**src/design/board_map_pkg.sv**
```systemverilog
/*
 * board map package
 * I/O port map, memory map constants and the system address word,
 * which is decoded once as an I/O port and once as a memory address
 */
package board_map_pkg;

   // I/O view of the address, only a9:0 reach the port decoder
   typedef struct packed {
      logic [9:0] unused;
      logic [1:0] region;   // a9:8
      logic [2:0] dev_sel;  // a7:5
      logic [4:0] port;
   } io_view_t;

   // memory view of the address
   typedef struct packed {
      logic [3:0]  seg;      // a19:16
      logic [2:0]  rom_blk;  // a15:13, one 8k ROM socket each
      logic [12:0] offset;
   } mem_view_t;

   typedef union packed {
      io_view_t  io_view;
      mem_view_t mem_view;
   } board_addr_t;

   // device codes on a7:5 inside the system region
   localparam logic [2:0] DEV_DMA     = 3'd0;
   localparam logic [2:0] DEV_PIC     = 3'd1;
   localparam logic [2:0] DEV_PIT     = 3'd2;
   localparam logic [2:0] DEV_PPI     = 3'd3;
   localparam logic [2:0] DEV_DMA_PG  = 3'd4;
   localparam logic [2:0] DEV_NMI_REG = 3'd5;

   localparam logic [1:0] IO_SYS_REGION = 2'd0;  // ports 000-0ff
   localparam logic [3:0] ROM_SEG       = 4'hf;  // f0000-fffff
   localparam logic [1:0] RAM_SEG_LIMIT = 2'd0;  // first 256k on the board

   localparam int NMI_MASK_BIT = 7;

endpackage

```
**src/design/bus_timing_pkg.sv**
```systemverilog
/*
 * bus timing package
 * clock counts that stand in for the delay line taps,
 * and the state encoding of the DMA hold sequencer
 */
package bus_timing_pkg;

   // counts after RAS start
   localparam logic [2:0] ADDR_SEL_DELAY = 3'd2;
   localparam logic [2:0] CAS_DELAY      = 3'd3;

   localparam logic [2:0] TIMER_MAX = 3'd7;  // counter saturates here

   typedef enum logic [2:0] {
      S_IDLE,
      S_WAIT_BUS,   // hold request seen, bus still busy
      S_HOLD,
      S_AEN,
      S_DMA
   } hold_state_t;

endpackage

```
**src/design/mem_cycle_if.sv**
```systemverilog
/*
 * DRAM cycle interface
 * bank select from the decoder and cycle phases from the timer,
 * both consumed by the RAS/CAS strobe generator
 */
`timescale 1ns/100ps

interface mem_cycle_if;

   logic       ram_sel;   // address falls in on-board RAM
   logic       refresh;   // DMA channel 0 refresh cycle
   logic [1:0] bank;
   logic       active;
   logic       addr_sel;
   logic       cas_en;

   modport decode (output ram_sel, refresh, bank);
   modport timer  (output active, addr_sel, cas_en);
   modport strobe (input ram_sel, refresh, bank, active, addr_sel, cas_en);

endinterface

```
**src/design/addr_decoder.sv**
```systemverilog
/*
 * address decoder
 * system I/O chip selects, DMA page and NMI register writes,
 * ROM socket selects and the RAM bank for the DRAM strobes
 */
`timescale 1ns/100ps

module addr_decoder (
   input  board_map_pkg::board_addr_t a,
   input  logic                       ior_n,
   input  logic                       iow_n,
   input  logic                       memr_n,
   input  logic                       aen_brd,
   input  logic                       dack0,
   output logic                       dma_cs_n,
   output logic                       intr_cs_n,
   output logic                       tc_cs_n,
   output logic                       ppi_cs_n,
   output logic                       wrt_dma_pg_reg_n,
   output logic                       nmi_reg_wr,
   output logic [7:0]                 rom_cs_n,
   mem_cycle_if.decode                mem
);
   import board_map_pkg::*;

   logic io_sel;
   logic io_wr;
   logic rom_sel;

   // CPU owns the bus and the port is in the system region
   assign io_sel = !aen_brd && (a.io_view.region == IO_SYS_REGION);
   assign io_wr  = io_sel && !iow_n;

   // peripheral chips see their select without a strobe
   assign dma_cs_n  = !(io_sel && (a.io_view.dev_sel == DEV_DMA));
   assign intr_cs_n = !(io_sel && (a.io_view.dev_sel == DEV_PIC));
   assign tc_cs_n   = !(io_sel && (a.io_view.dev_sel == DEV_PIT));
   assign ppi_cs_n  = !(io_sel && (a.io_view.dev_sel == DEV_PPI));

   // write-only registers on the board
   assign wrt_dma_pg_reg_n = !(io_wr && (a.io_view.dev_sel == DEV_DMA_PG));
   assign nmi_reg_wr       = io_wr && (a.io_view.dev_sel == DEV_NMI_REG);

   // memory read only, an I/O read in flight keeps the ROMs off the data bus
   assign rom_sel = !memr_n && ior_n && (a.mem_view.seg == ROM_SEG);

   always_comb begin
      rom_cs_n = 8'hff;
      if (rom_sel) begin
         rom_cs_n[a.mem_view.rom_blk] = 1'b0;  // one socket per 8k block
      end
   end

   assign mem.refresh = dack0;
   assign mem.ram_sel = (a.mem_view.seg[3:2] == RAM_SEG_LIMIT) && !dack0;
   assign mem.bank    = a.mem_view.seg[1:0];  // 64k per bank

endmodule

```
**src/design/dma_hold_fsm.sv**
```systemverilog
/*
 * DMA hold sequencer
 * waits for an idle CPU bus after a DMA hold request, then grants
 * hold, enables the board address latches off and the DMA address on
 */
`timescale 1ns/100ps

module dma_hold_fsm (
   input  logic       clk,
   input  logic       reset_n,
   input  logic       hrq_dma,
   input  logic [2:0] s_n,
   input  logic       lock_n,
   output logic       holda,
   output logic       aen_brd,
   output logic       dma_aen_n
);
   import bus_timing_pkg::*;

   hold_state_t state;
   hold_state_t next_state;
   logic        bus_idle;

   // passive status and no locked instruction
   assign bus_idle = (s_n == 3'b111) && lock_n;

   always_comb begin
      next_state = state;
      if (!hrq_dma) begin
         next_state = S_IDLE;  // request dropped, release at once
      end else begin
         case (state)
            S_IDLE:     next_state = S_WAIT_BUS;
            S_WAIT_BUS: begin
               if (bus_idle) begin
                  next_state = S_HOLD;
               end
            end
            S_HOLD:     next_state = S_AEN;
            S_AEN:      next_state = S_DMA;
            S_DMA:      next_state = S_DMA;
            default:    next_state = S_IDLE;
         endcase
      end
   end

   // outputs registered from the next state, so they change with it
   always_ff @(posedge clk) begin
      if (!reset_n) begin
         state     <= S_IDLE;
         holda     <= 1'b0;
         aen_brd   <= 1'b0;
         dma_aen_n <= 1'b1;
      end else begin
         state     <= next_state;
         holda     <= next_state inside {S_HOLD, S_AEN, S_DMA};
         aen_brd   <= next_state inside {S_AEN, S_DMA};
         dma_aen_n <= (next_state != S_DMA);
      end
   end

endmodule

```
**src/design/mem_cycle_timer.sv**
```systemverilog
/*
 * memory cycle timer
 * counts clocks from the start of a memory strobe and marks
 * the address mux switch and the CAS point of the DRAM cycle
 */
`timescale 1ns/100ps

module mem_cycle_timer (
   input  logic       clk,
   input  logic       reset_n,
   input  logic       memr_n,
   input  logic       memw_n,
   mem_cycle_if.timer mem
);
   import bus_timing_pkg::*;

   logic       rasc;
   logic       active_q;
   logic [2:0] count;

   assign rasc = !memr_n || !memw_n;

   always_ff @(posedge clk) begin
      if (!reset_n) begin
         active_q <= 1'b0;
         count    <= 3'd0;
      end else if (!rasc) begin
         active_q <= 1'b0;  // strobe gone, cycle over
         count    <= 3'd0;
      end else begin
         active_q <= 1'b1;
         if (active_q && (count != TIMER_MAX)) begin
            count <= count + 3'd1;
         end
      end
   end

   assign mem.active   = active_q;
   assign mem.addr_sel = active_q && (count >= ADDR_SEL_DELAY);  // row to column
   assign mem.cas_en   = active_q && (count >= CAS_DELAY);

endmodule

```
**src/design/ram_strobe_gen.sv**
```systemverilog
/*
 * RAS/CAS strobe generator
 * registered active-low row and column strobes for four DRAM banks,
 * all rows at once during refresh, plus the registered address mux select
 */
`timescale 1ns/100ps

module ram_strobe_gen (
   input  logic        clk,
   input  logic        reset_n,
   mem_cycle_if.strobe mem,
   output logic [3:0]  ras_n,
   output logic [3:0]  cas_n,
   output logic        addr_sel
);

   logic [3:0] bank_hot;

   assign bank_hot = 4'b0001 << mem.bank;

   always_ff @(posedge clk) begin
      if (!reset_n) begin
         ras_n    <= 4'hf;
         cas_n    <= 4'hf;
         addr_sel <= 1'b0;
      end else begin
         if (mem.active && mem.refresh) begin
            ras_n <= 4'h0;  // RAS-only refresh of every bank
         end else if (mem.active && mem.ram_sel) begin
            ras_n <= ~bank_hot;
         end else begin
            ras_n <= 4'hf;
         end

         // no column strobe during refresh
         if (mem.cas_en && mem.ram_sel && !mem.refresh) begin
            cas_n <= ~bank_hot;
         end else begin
            cas_n <= 4'hf;
         end

         addr_sel <= mem.addr_sel;
      end
   end

endmodule

```
**src/design/nmi_wait_ctrl.sv**
```systemverilog
/*
 * NMI and wait-state control
 * NMI mask register written from d7, gating of parity and channel
 * check errors, and one wait state at the start of each bus strobe
 */
`timescale 1ns/100ps

module nmi_wait_ctrl (
   input  logic       clk,
   input  logic       reset_n,
   input  logic [7:0] d,
   input  logic       nmi_reg_wr,
   input  logic       ior_n,
   input  logic       iow_n,
   input  logic       memr_n,
   input  logic       io_ch_rdy,
   input  logic       parity_chk,
   input  logic       io_ch_ck,
   output logic       ready,
   output logic       nmi
);
   import board_map_pkg::*;

   logic ior_q;
   logic iow_q;
   logic memr_q;
   logic strobe_fall;
   logic allow_nmi;

   // high for the cycle in which any strobe has just gone low
   assign strobe_fall = (ior_q && !ior_n) || (iow_q && !iow_n) || (memr_q && !memr_n);

   always_ff @(posedge clk) begin
      if (!reset_n) begin
         ior_q     <= 1'b1;
         iow_q     <= 1'b1;
         memr_q    <= 1'b1;
         ready     <= 1'b1;
         allow_nmi <= 1'b0;
         nmi       <= 1'b0;
      end else begin
         ior_q  <= ior_n;
         iow_q  <= iow_n;
         memr_q <= memr_n;
         ready  <= !strobe_fall && io_ch_rdy;  // channel can stretch the wait
         if (nmi_reg_wr) begin
            allow_nmi <= d[NMI_MASK_BIT];
         end
         nmi <= allow_nmi && (parity_chk || io_ch_ck);
      end
   end

endmodule

```
**src/design/pc_board_ctrl.sv**
```systemverilog
/*
 * system board control
 * address decoding, DMA hold, DRAM cycle timing and strobes,
 * wait state and NMI logic of the PC system board on one clock
 */
`timescale 1ns/100ps

module pc_board_ctrl (
   input  logic        clk,
   input  logic        reset_n,
   input  logic [19:0] a,
   input  logic [7:0]  d,
   input  logic        ior_n,
   input  logic        iow_n,
   input  logic        memr_n,
   input  logic        memw_n,
   input  logic [2:0]  s_n,
   input  logic        lock_n,
   input  logic        hrq_dma,
   input  logic        dack0,
   input  logic        io_ch_rdy,
   input  logic        parity_chk,
   input  logic        io_ch_ck,
   output logic        holda,
   output logic        aen_brd,
   output logic        dma_aen_n,
   output logic        ready,
   output logic        nmi,
   output logic        dma_cs_n,
   output logic        intr_cs_n,
   output logic        tc_cs_n,
   output logic        ppi_cs_n,
   output logic        wrt_dma_pg_reg_n,
   output logic [7:0]  rom_cs_n,
   output logic [3:0]  ras_n,
   output logic [3:0]  cas_n,
   output logic        addr_sel
);
   import board_map_pkg::*;

   board_addr_t sys_addr;
   logic        nmi_reg_wr;

   mem_cycle_if mem_bus ();

   assign sys_addr = board_addr_t'(a);

   dma_hold_fsm i_dma_hold_fsm (
      .clk       (clk),
      .reset_n   (reset_n),
      .hrq_dma   (hrq_dma),
      .s_n       (s_n),
      .lock_n    (lock_n),
      .holda     (holda),
      .aen_brd   (aen_brd),
      .dma_aen_n (dma_aen_n)
   );

   addr_decoder i_addr_decoder (
      .a                (sys_addr),
      .ior_n            (ior_n),
      .iow_n            (iow_n),
      .memr_n           (memr_n),
      .aen_brd          (aen_brd),  // DMA owns the bus, no CPU port decode
      .dack0            (dack0),
      .dma_cs_n         (dma_cs_n),
      .intr_cs_n        (intr_cs_n),
      .tc_cs_n          (tc_cs_n),
      .ppi_cs_n         (ppi_cs_n),
      .wrt_dma_pg_reg_n (wrt_dma_pg_reg_n),
      .nmi_reg_wr       (nmi_reg_wr),
      .rom_cs_n         (rom_cs_n),
      .mem              (mem_bus.decode)
   );

   mem_cycle_timer i_mem_cycle_timer (
      .clk     (clk),
      .reset_n (reset_n),
      .memr_n  (memr_n),
      .memw_n  (memw_n),
      .mem     (mem_bus.timer)
   );

   ram_strobe_gen i_ram_strobe_gen (
      .clk      (clk),
      .reset_n  (reset_n),
      .mem      (mem_bus.strobe),
      .ras_n    (ras_n),
      .cas_n    (cas_n),
      .addr_sel (addr_sel)
   );

   nmi_wait_ctrl i_nmi_wait_ctrl (
      .clk        (clk),
      .reset_n    (reset_n),
      .d          (d),
      .nmi_reg_wr (nmi_reg_wr),
      .ior_n      (ior_n),
      .iow_n      (iow_n),
      .memr_n     (memr_n),
      .io_ch_rdy  (io_ch_rdy),
      .parity_chk (parity_chk),
      .io_ch_ck   (io_ch_ck),
      .ready      (ready),
      .nmi        (nmi)
   );

endmodule

```
**config.mk**
```make
export PLATFORM = sky130hd
export DESIGN_NAME = pc_board_ctrl
export DESIGN_NICKNAME = d
export VERILOG_FILES = /design/src/design/board_map_pkg.sv /design/src/design/bus_timing_pkg.sv /design/src/design/mem_cycle_if.sv /design/src/design/addr_decoder.sv /design/src/design/dma_hold_fsm.sv /design/src/design/mem_cycle_timer.sv /design/src/design/ram_strobe_gen.sv /design/src/design/nmi_wait_ctrl.sv /design/src/design/pc_board_ctrl.sv
export SDC_FILE = /design/constraint.sdc
export NUM_CORES = 1
export LEC_CHECK = 0
export CORE_ASPECT_RATIO = 1.5
export CORE_UTILIZATION = 24
export CTS_CLUSTER_SIZE = 20
export DETAILED_ROUTE_END_ITERATION = 12
export DONT_BUFFER_PORTS = 1
export GPL_TIMING_DRIVEN = 0
export SLEW_MARGIN = 5
export SYNTH_ARGS = -nofsm -noshare
export SYNTH_HDL_FRONTEND = slang
export SYNTH_SLANG_ARGS = --single-unit
```
**constraint.sdc**
```tcl
create_clock -name clk -period 1.8 [get_ports clk]
set_input_delay 0.09 -clock clk [delete_from_list [all_inputs] [get_ports clk]]
set_output_delay 0.09 -clock clk [all_outputs]
set_load 0.1 [all_outputs]
```
## Yosys cells after proc, flatten, opt, wreduce, memory -nomap -nowiden

Cells that the tools add are included.

| cells by class | value |
|---|---|
| $add $sub $neg | 1 |
| $lt $le $gt $ge | 4 |
| shift-type cells | 1 |
| equality and inequality tests | 16 |
| multiplexer cells | 9 |
| divide/modulo/power cells | 0 |
| bitwise logic cells | 2 |
| reductions and logical operators | 50 |
| $mul | 0 |

Operators with widths:

| cell | count |
|---|---|
| logical AND 1 bit | 25 |
| == test 3 x 2 -> 1 bit, second input constant | 6 |
| == test 3 bit, second input constant | 5 |
| logical NOT 1 bit | 12 |
| case mux 3 bit (4 select lines) | 1 |
| 2-to-1 mux 4 bit | 2 |
| 2-to-1 mux 8 bit | 1 |
| NOT 8 bit | 1 |
| == test 3 x 1 -> 1 bit, second input constant | 2 |
| >= comparator 3 x 2 -> 1 bit, second input constant | 2 |
| logical NOT 3 bit | 2 |
| 2-to-1 mux 3 bit | 2 |
| inequality test 3 bit, second input constant | 2 |
| == test 4 bit, second input constant | 1 |
| logical NOT 2 bit | 2 |
| logical OR 1 bit | 4 |
| < comparator 3 x 4 -> 1 bit, second input constant | 1 |
| NOT 4 bit | 1 |
| AND reduction 2 bit | 2 |
| << shifter 1 x 2 -> 4 bit, first input constant | 1 |
| adder 3 x 1 -> 3 bit, second input constant | 1 |
| demux 1 bit (select 3 bit) | 1 |
| >= comparator 3 x 1 -> 1 bit, second input constant | 1 |
| nonzero test 3 bit | 1 |
| 3 further kinds | 4 |

| storage, ports and cells | value |
|---|---|
| output and inout port bits | 27 |
| memories kept | 0 |
| bits of input ports | 43 |
| bits in registers | 25 |
| memory bits (writable) | 0 |
| latch bits | 0 |
| ROM bits | 0 |

## Longest topological paths before layout

Gate-level depths: netlist (run 1).

| logic depth | value |
|---|---|
| word-level depth | 7 |
| depth in mapped cells | 5 |
| mapped depth without buffers | 5 |

## By module

A second synthesis (run 1) with hierarchy kept.

| unflattened totals | value |
|---|---|
| cell total of the unflattened synthesis | 113 |
| area, all modules | 1113.6 um^2 |

By module, submodules not included:

| module | cells an instance | seq. area each (um^2) | area an instance (um^2) | times used |
|---|---|---|---|---|
| ram_strobe_gen | 24 | 180.2 | 282.8 | 1 |
| dma_hold_fsm | 22 | 120.1 | 222.7 | 1 |
| mem_cycle_timer | 21 | 80.1 | 210.2 | 1 |
| nmi_wait_ctrl | 17 | 120.1 | 203.9 | 1 |
| addr_decoder | 29 | 0.0 | 193.9 | 1 |

## Worst setup path before layout (run 1)

Ideal clock, no wire load.

| path | value |
|---|---|
| path type | register to output |
| start | reg i_dma_hold_fsm.aen_brd |
| end | out wrt_dma_pg_reg_n |
| path slack | -0.277 ns |
| cell stages (with the launch flop) | 3 |
| required time | 1.710 ns |
| data arrival time | 1.987 ns |
| cell sequence | dfxtp_1 > nor3_1 > nand4b_1 |

| on the way | value |
|---|---|
| word-level cells in the longest chain between the ends | 5 |

RTL lines:

| element | RTL line | source |
|---|---|---|
| start: declaration | dma_hold_fsm.sv:15 | `output logic aen_brd,` |
| start signal: assignment | dma_hold_fsm.sv:57 | `aen_brd <= next_state inside {S_AEN, S_DMA};` |
| logical NOT 1 bit | addr_decoder.sv:31 | `assign io_sel = !aen_brd && (a.io_view.region == IO_SYS_REGION);` |
| logical AND 1 bit | addr_decoder.sv:31 |  |
| logical AND 1 bit | addr_decoder.sv:32 | `assign io_wr = io_sel && !iow_n;` |
| logical AND 1 bit | addr_decoder.sv:41 | `assign wrt_dma_pg_reg_n = !(io_wr && (a.io_view.dev_sel == DEV_DMA_PG));` |
| logical NOT 1 bit | addr_decoder.sv:41 |  |
| end: declaration | pc_board_ctrl.sv:33 | `output logic wrt_dma_pg_reg_n,` |

Every way passes these cells.

## Worst setup path after layout (run 1)

Same ends and word-level chain as after synthesis.

==> run metrics, run 1 <==
DRC viols 0; r2r startpoint i_mem_cycle_timer.count[0]$_SDFFE_PN0P_; Layout area overhead 22.5%; Least-Margin Pin Slew around 1.2 ns; pwr dens 827 nW/um^2; core area 4210 um^2; Final Critical Period just under 2 ns; DIE AREA 4650 um^2; synthesized instance count 117; CTS Root Cell clkbuf_8; Peak supply drop 0.529 mV; WHS Path Cells 2; htree depth 1; proportion of layout cells with a drive suffix above 1 11.4%; crit path max fanout 3; vias in the first global route 873; Switching Share a little over a quarter; initial antenna violation count 0; GR Util All Layers 9.85%; via count between 900 and 1000; #FFs+latches synth 25; CP Launch Type flip-flop; total wire length around 2300 um; RSZ-0062 raised after global routing true; Data arrival, critical path 1.85 ns; capturing point of the worst reg2reg path i_mem_cycle_timer.count[2]$_SDFFE_PN0P_; syn_nets 164; num ports 70; FF/Latch Area 504 um^2; Final setup viols 3; clock buffer depth 2; Reg2Reg Depth 5; part of the power in registers about three fifths; placed insts 163; Yosys cell types 33; Power Total 0.00106 W; Worst EP required between 1.5 and 2 ns; Hold Crit Class primary input to flip-flop; ANT cells 0; total CTS buffers 3; mean post-synth cell area 8.98 um^2; DP Wirelength roughly 1700 um; hold path start memr_n; row count 29; antenna-violating nets left 0; initial core utilization 25.0%; Syn. warnings 0; GPL Wtd Cong 0.726; max frequency 516 MHz; failing checks negative setup slack; Die X ~56 um; port bufs 0; Layout Nets 180; fill count 452; iteration count of the initial detailed-routing pass 4; vias per cell 5.08; Slew Viols, Final 0; WS Path Type flip-flop to output port; logic gate share of total power between 10% and 20%; synthesized cell area 1050 um^2; status finished with violations; CTS tree built; largest net degree at the start of global routing 14; clock sinks 25; Reg2Reg Setup Slack 0.37 ns; Slew HR 19.6%; mean routed wirelength per cell 12.7 um; Worst Hold End i_nmi_wait_ctrl.ready$_SDFF_PN1_; multi-input gate area in the final layout 542 um^2; Worst Clk Skew 0.00251 ns; Switching Power between 0.0002 and 0.0003 W; Worst Setup End Kind output port; sequential area share after synthesis 47.6%; Clock power frac 30.9%; leakage 0.491 nW; die height around 83 um; worst setup margin -0.139 ns; Hold Vio Cnt, Final 0; most frequent cells in the layout dfxtp_1, nand2_1, nor2_1; clock slew at reported path FFs 0.09 ns; Max-cap violations 0; P_int a little under 0.0008 W; first-pass GRT wire length 3630 um; starting DRC count in detailed routing 22; GRT Residual Overflow 0; non-filler cells, final between 150 and 200; Util after Layout 30.6%; Final period util 108%; Worst-Skew Late Latency roughly 0.26 ns; commonest non-fill, non-tap cell in the layout dfxtp_1
==> synth_stat cells <==
cell type   n  share of area, %
a2111oi_1   1              0.95
a211oi_1    3               2.1
a21oi_1     6               2.9
a31oi_1     1              0.60
a41o_1      1              0.95
and2b_1     1              0.71
and3_1      1              0.60
and4bb_1    1               1.2
buf_4       1              0.71
dfxtp_1    25                48
ha_1        4               4.8
inv_1       7               2.5
nand2_1    17               6.1
nand2b_1    4               2.4
nand3_1     5               2.4
nand3b_1    2               1.4
nand4b_1    2               1.7
nor2_1     13               4.6
nor2_2      1              0.60
nor2b_1     5               3.0
nor3_1      3               1.4
nor3_2      2               1.9
nor3_4      1               1.5
nor3b_1     1              0.71
nor4_2      1               1.2
o21ai_0     1              0.48
o21ai_1     1              0.48
o22ai_1     1              0.60
o31a_1      1              0.83
or2_1       1              0.60
or3_1       1              0.60
or3_4       1               1.1
xnor2_1     1              0.83
==> critical path: stages, from the launching register on <==
cell,delay [ns]
dfxtp_4,0.47
nor3_4,0.16
nand4b_1,0.95
==> routing by layer <==
layer | routed length, um | part of all wire [%] | track usage (%) | up-vias
li1 | - | - | - | 429
met1 | 824 | 37 | 8.96 | 426
met2 | 1240 | 55 | 19.3 | 46
met3 | 151 | 6.7 | 3.27 | 4
met4 | 37 | 1.6 | 3.77 | 0
met5 | 0 | 0 | 0 | -
==> final cells by class <==
| type | instances | area share, % |
|---|---|---|
| well taps | 46 | 4.47 |
| multi-input cells | 84 | 42.1 |
| inverters | 7 | 2.04 |
| flip-flops and latches | 25 | 39.2 |
| plain buffers | 1 | 0.583 |
| repair buffers | 11 | 8.16 |
| clock buffers | 4 | 3.50 |
==> logic make-up (layout without fill, tap and decap cells) <==
kind of cell             count (synthesis)  in the layout  synth area share (%)
AND/OR/NAND/NOR                         63             63                  33.7
flip-flops                              25             25                  47.6
XOR/XNOR                                 1              1                 0.833
AO/OA/AOI/OAI                           16             16                  9.88
buffers and inverters                    8             23                  3.22
adder cells (fa/ha/maj)                  4              4                  4.76
==> stage by stage <==
step | setup TNS [ns] | hold WS [ns] | worst slack, ns | area (um^2)
2_1_floorplan | 0 | 0.162 | 0.0393 | 1060
3_3_place_gp | 0 | 0.168 | 0.0119 | 1110
3_5_place_dp | -0.0527 | 0.173 | -0.0241 | 1110
4_1_cts | -0.258 | 0.0317 | -0.132 | 1290
5_1_grt | -0.517 | 0.0392 | -0.184 | 1290
6_report | -0.371 | 0.0346 | -0.139 | 1290
==> repair_timing <==
action,in CTS,in global routing
gates resized for setup,4,0
endpoints found under the setup margin,5,3
buffers inserted,2,0
hold buffers,9,0
hold endpoints to repair,11,0
pin swaps,4,1
==> worst max-delay path by stage <==
stage | from | end | slack, ns | cells after the start
2_1_floorplan | i_dma_hold_fsm.aen_brd$_SDFF_PN0_ | tc_cs_n | 0.04 | 2
3_3_place_gp | i_dma_hold_fsm.aen_brd$_SDFF_PN0_ | tc_cs_n | 0.01 | 2
3_5_place_dp | i_dma_hold_fsm.aen_brd$_SDFF_PN0_ | ppi_cs_n | -0.02 | 2
4_1_cts | i_dma_hold_fsm.aen_brd$_SDFF_PN0_ | wrt_dma_pg_reg_n | -0.13 | 2
5_1_grt | i_dma_hold_fsm.aen_brd$_SDFF_PN0_ | wrt_dma_pg_reg_n | -0.18 | 2
6_report | i_dma_hold_fsm.aen_brd$_SDFF_PN0_ | wrt_dma_pg_reg_n | -0.14 | 2
==> power by group through the flow <==
stage | registers [W] | logic, W | clock network (W)
floorplan | 0.000641 | 0.0000723 | 0
detailed placement | 0.000644 | 0.0000845 | 0
finish | 0.000629 | 0.000106 | 0.000329
global placement | 0.000643 | 0.0000801 | 0
CTS | 0.000630 | 0.000107 | 0.000337
global route | 0.000631 | 0.000118 | 0.000355
==> flip-flops by register name, indices dropped and copies added (netlist names) <==
name and cells:
i_dma_hold_fsm.aen_brd 1, i_dma_hold_fsm.dma_aen_n 1, i_dma_hold_fsm.holda 1, i_dma_hold_fsm.state 3
i_mem_cycle_timer.count 3, i_mem_cycle_timer.mem.active 1, i_nmi_wait_ctrl.allow_nmi 1, i_nmi_wait_ctrl.ior_q 1
i_nmi_wait_ctrl.iow_q 1, i_nmi_wait_ctrl.memr_q 1, i_nmi_wait_ctrl.nmi 1, i_nmi_wait_ctrl.ready 1
i_ram_strobe_gen.addr_sel 1, i_ram_strobe_gen.cas_n 4, i_ram_strobe_gen.ras_n 4
Power figures use the tool's default switching activity.
==> run 2: changes to the inputs <==
==> constraint.sdc (replaced) <==
create_clock -name clk -period 1.8 [get_ports clk]
set_input_delay 0.09 -clock clk [delete_from_list [all_inputs] [get_ports clk]]
set_output_delay 0.09 -clock clk [all_outputs]
set_load 0.02 [all_outputs]
==> run metrics, run 2 (same netlist as run 1, synthesis figures left out) <==
Final Critical Period 1.40 ns; initial core utilization 25.0%; Final setup viols 0; slowest stage cell, crit path dfxtp_1; commonest non-fill, non-tap cell in the layout dfxtp_1; hold path start io_ch_rdy; TNS Setup 0 ns; row count 29; die height just over 80 um; placed inst area ~1100 um^2; DP Wirelength roughly 1600 um; clock buffer depth 2; first-pass GRT wire length between 3000 and 4000 um; setup bufs post-CTS 0; crit path max fanout 4; non-filler cells, final 175; proportion of layout cells with a drive suffix above 1 slightly below 8%; Hold Crit Class primary input to flip-flop; Worst Hold End i_nmi_wait_ctrl.ready$_SDFF_PN1_; Final period util 78.0%; Worst Setup End Kind output port; RSZ-0062 raised after global routing false; total wire length 2020 um; port bufs 0; htree depth 1; Worst EP required 1.71 ns; biggest registers after layout i_ram_strobe_gen.cas_n x4, i_ram_strobe_gen.ras_n x4; num ports 70; iteration count of the initial detailed-routing pass 4; Slew HR approximately 75%; post_cts resized 0; via count 834; starting DRC count in detailed routing 8; most frequent cells in the layout dfxtp_1, nand2_1, nor2_1; Hold-fix buffers, CTS 8; Data arrival, critical path 1.31 ns; Worst-Skew Late Latency roughly 0.26 ns; Reg2Reg Setup Slack 0.40 ns; r2r startpoint i_mem_cycle_timer.count[0]$_SDFFE_PN0P_; CTS tree built; crit-path cells nor4_2, nand3b_1; Max-cap violations 0; GRT Residual Overflow 0; WHS Path Cells 2; total CTS buffers 3; Power Total 0.000994 W; DIE AREA 4650 um^2; clock sinks 25; GR Util All Layers 8.75%; status complete, no violations; CP Launch Type flip-flop; placed insts 163; vias in the first global route 738; Slew Viols, Final 0; antenna-violating nets left 0; ANT cells 0; Finished Cell Area 1230 um^2; capturing point of the worst reg2reg path i_mem_cycle_timer.count[1]$_SDFFE_PN0P_; leakage between 0.4 and 0.5 nW; Layout area overhead 17.4%; slowest stage delay, CP 0.40 ns; clock slew at reported path FFs 0.08 ns; Least-Margin Pin Slew 0.371 ns; largest net degree at the start of global routing 14; mean routed wirelength per cell 11.5 um; CTS Root Cell clkbuf_8; WS Path Type flip-flop to output port; GPL Wtd Cong 0.667; Hold Vio Cnt, Final 0; max frequency 712 MHz; pwr dens 806 nW/um^2; Worst Clk Skew 0.00100 ns; vias per cell 4.77; Util after Layout about 30%; Layout Nets 177; DRC viols 0; Die X 56.0 um; initial antenna violation count 0; core area ~4200 um^2; fill count 452; Peak supply drop about 0.31 mV; Reg2Reg Depth 5
==> run 2: cell count changes in the layout (fill, tap and decap cells not counted), sizes merged <==
cell	change
dlygate4sd3	-1
buf	-2
==> run 2: critical path, delay by kind of cell (launching register included) <==
| kind | cells | cell delay (ns) |
|---|---|---|
| AND/OR/NAND/NOR | 2 | 0.66 |
| flip-flops | 1 | 0.40 |
==> run 2: where the power goes <==
group          switching [W]  internal (W)  total [W]
sequential         0.0000194      0.000571   0.000590
combinational      0.0000431     0.0000413  0.0000844
clock               0.000162      0.000158   0.000320
==> run 2: worst max path at each step <==
| stage | start | end | slack, ns |
|---|---|---|---|
| 2_1_floorplan | i_mem_cycle_timer.count[0]$_SDFFE_PN0P_ | i_mem_cycle_timer.count[1]$_SDFFE_PN0P_ | 0.52 |
| 3_3_place_gp | i_mem_cycle_timer.count[0]$_SDFFE_PN0P_ | i_mem_cycle_timer.count[1]$_SDFFE_PN0P_ | 0.44 |
| 3_5_place_dp | i_mem_cycle_timer.count[0]$_SDFFE_PN0P_ | i_mem_cycle_timer.count[1]$_SDFFE_PN0P_ | 0.43 |
| 4_1_cts | i_dma_hold_fsm.aen_brd$_SDFF_PN0_ | tc_cs_n | 0.38 |
| 5_1_grt | i_dma_hold_fsm.aen_brd$_SDFF_PN0_ | tc_cs_n | 0.28 |
| 6_report | i_dma_hold_fsm.aen_brd$_SDFF_PN0_ | tc_cs_n | 0.40 |
==> run 2: final cells by class <==
class	instances	area, um^2	area share (%)
Multi-Input combinational cell	84	517	41.9
Sequential cell	25	500	40.6
Timing Repair Buffer	8	80.1	6.49
Tap cell	46	57.6	4.67
Clock buffer	4	45.0	3.65
Inverter	7	26.3	2.13
Buffer	1	7.51	0.609
==> run 2: per-stage QoR <==
| stage | setup slack [ns] | hold WS, ns |
|---|---|---|
| 2_1_floorplan | 0.524 | 0.162 |
| 3_3_place_gp | 0.444 | 0.172 |
| 3_5_place_dp | 0.427 | 0.173 |
| 4_1_cts | 0.379 | 0.0256 |
| 5_1_grt | 0.276 | 0.0355 |
| 6_report | 0.396 | 0.0263 |
==> run 2: per-layer routing <==
layer	vias up	GRT usage, %	share of wire (%)
met5	-	0	0
met4	0	3.99	1.1
met3	2	3.58	8.9
met2	30	14.9	52
met1	379	9.21	38
li1	423	-	-
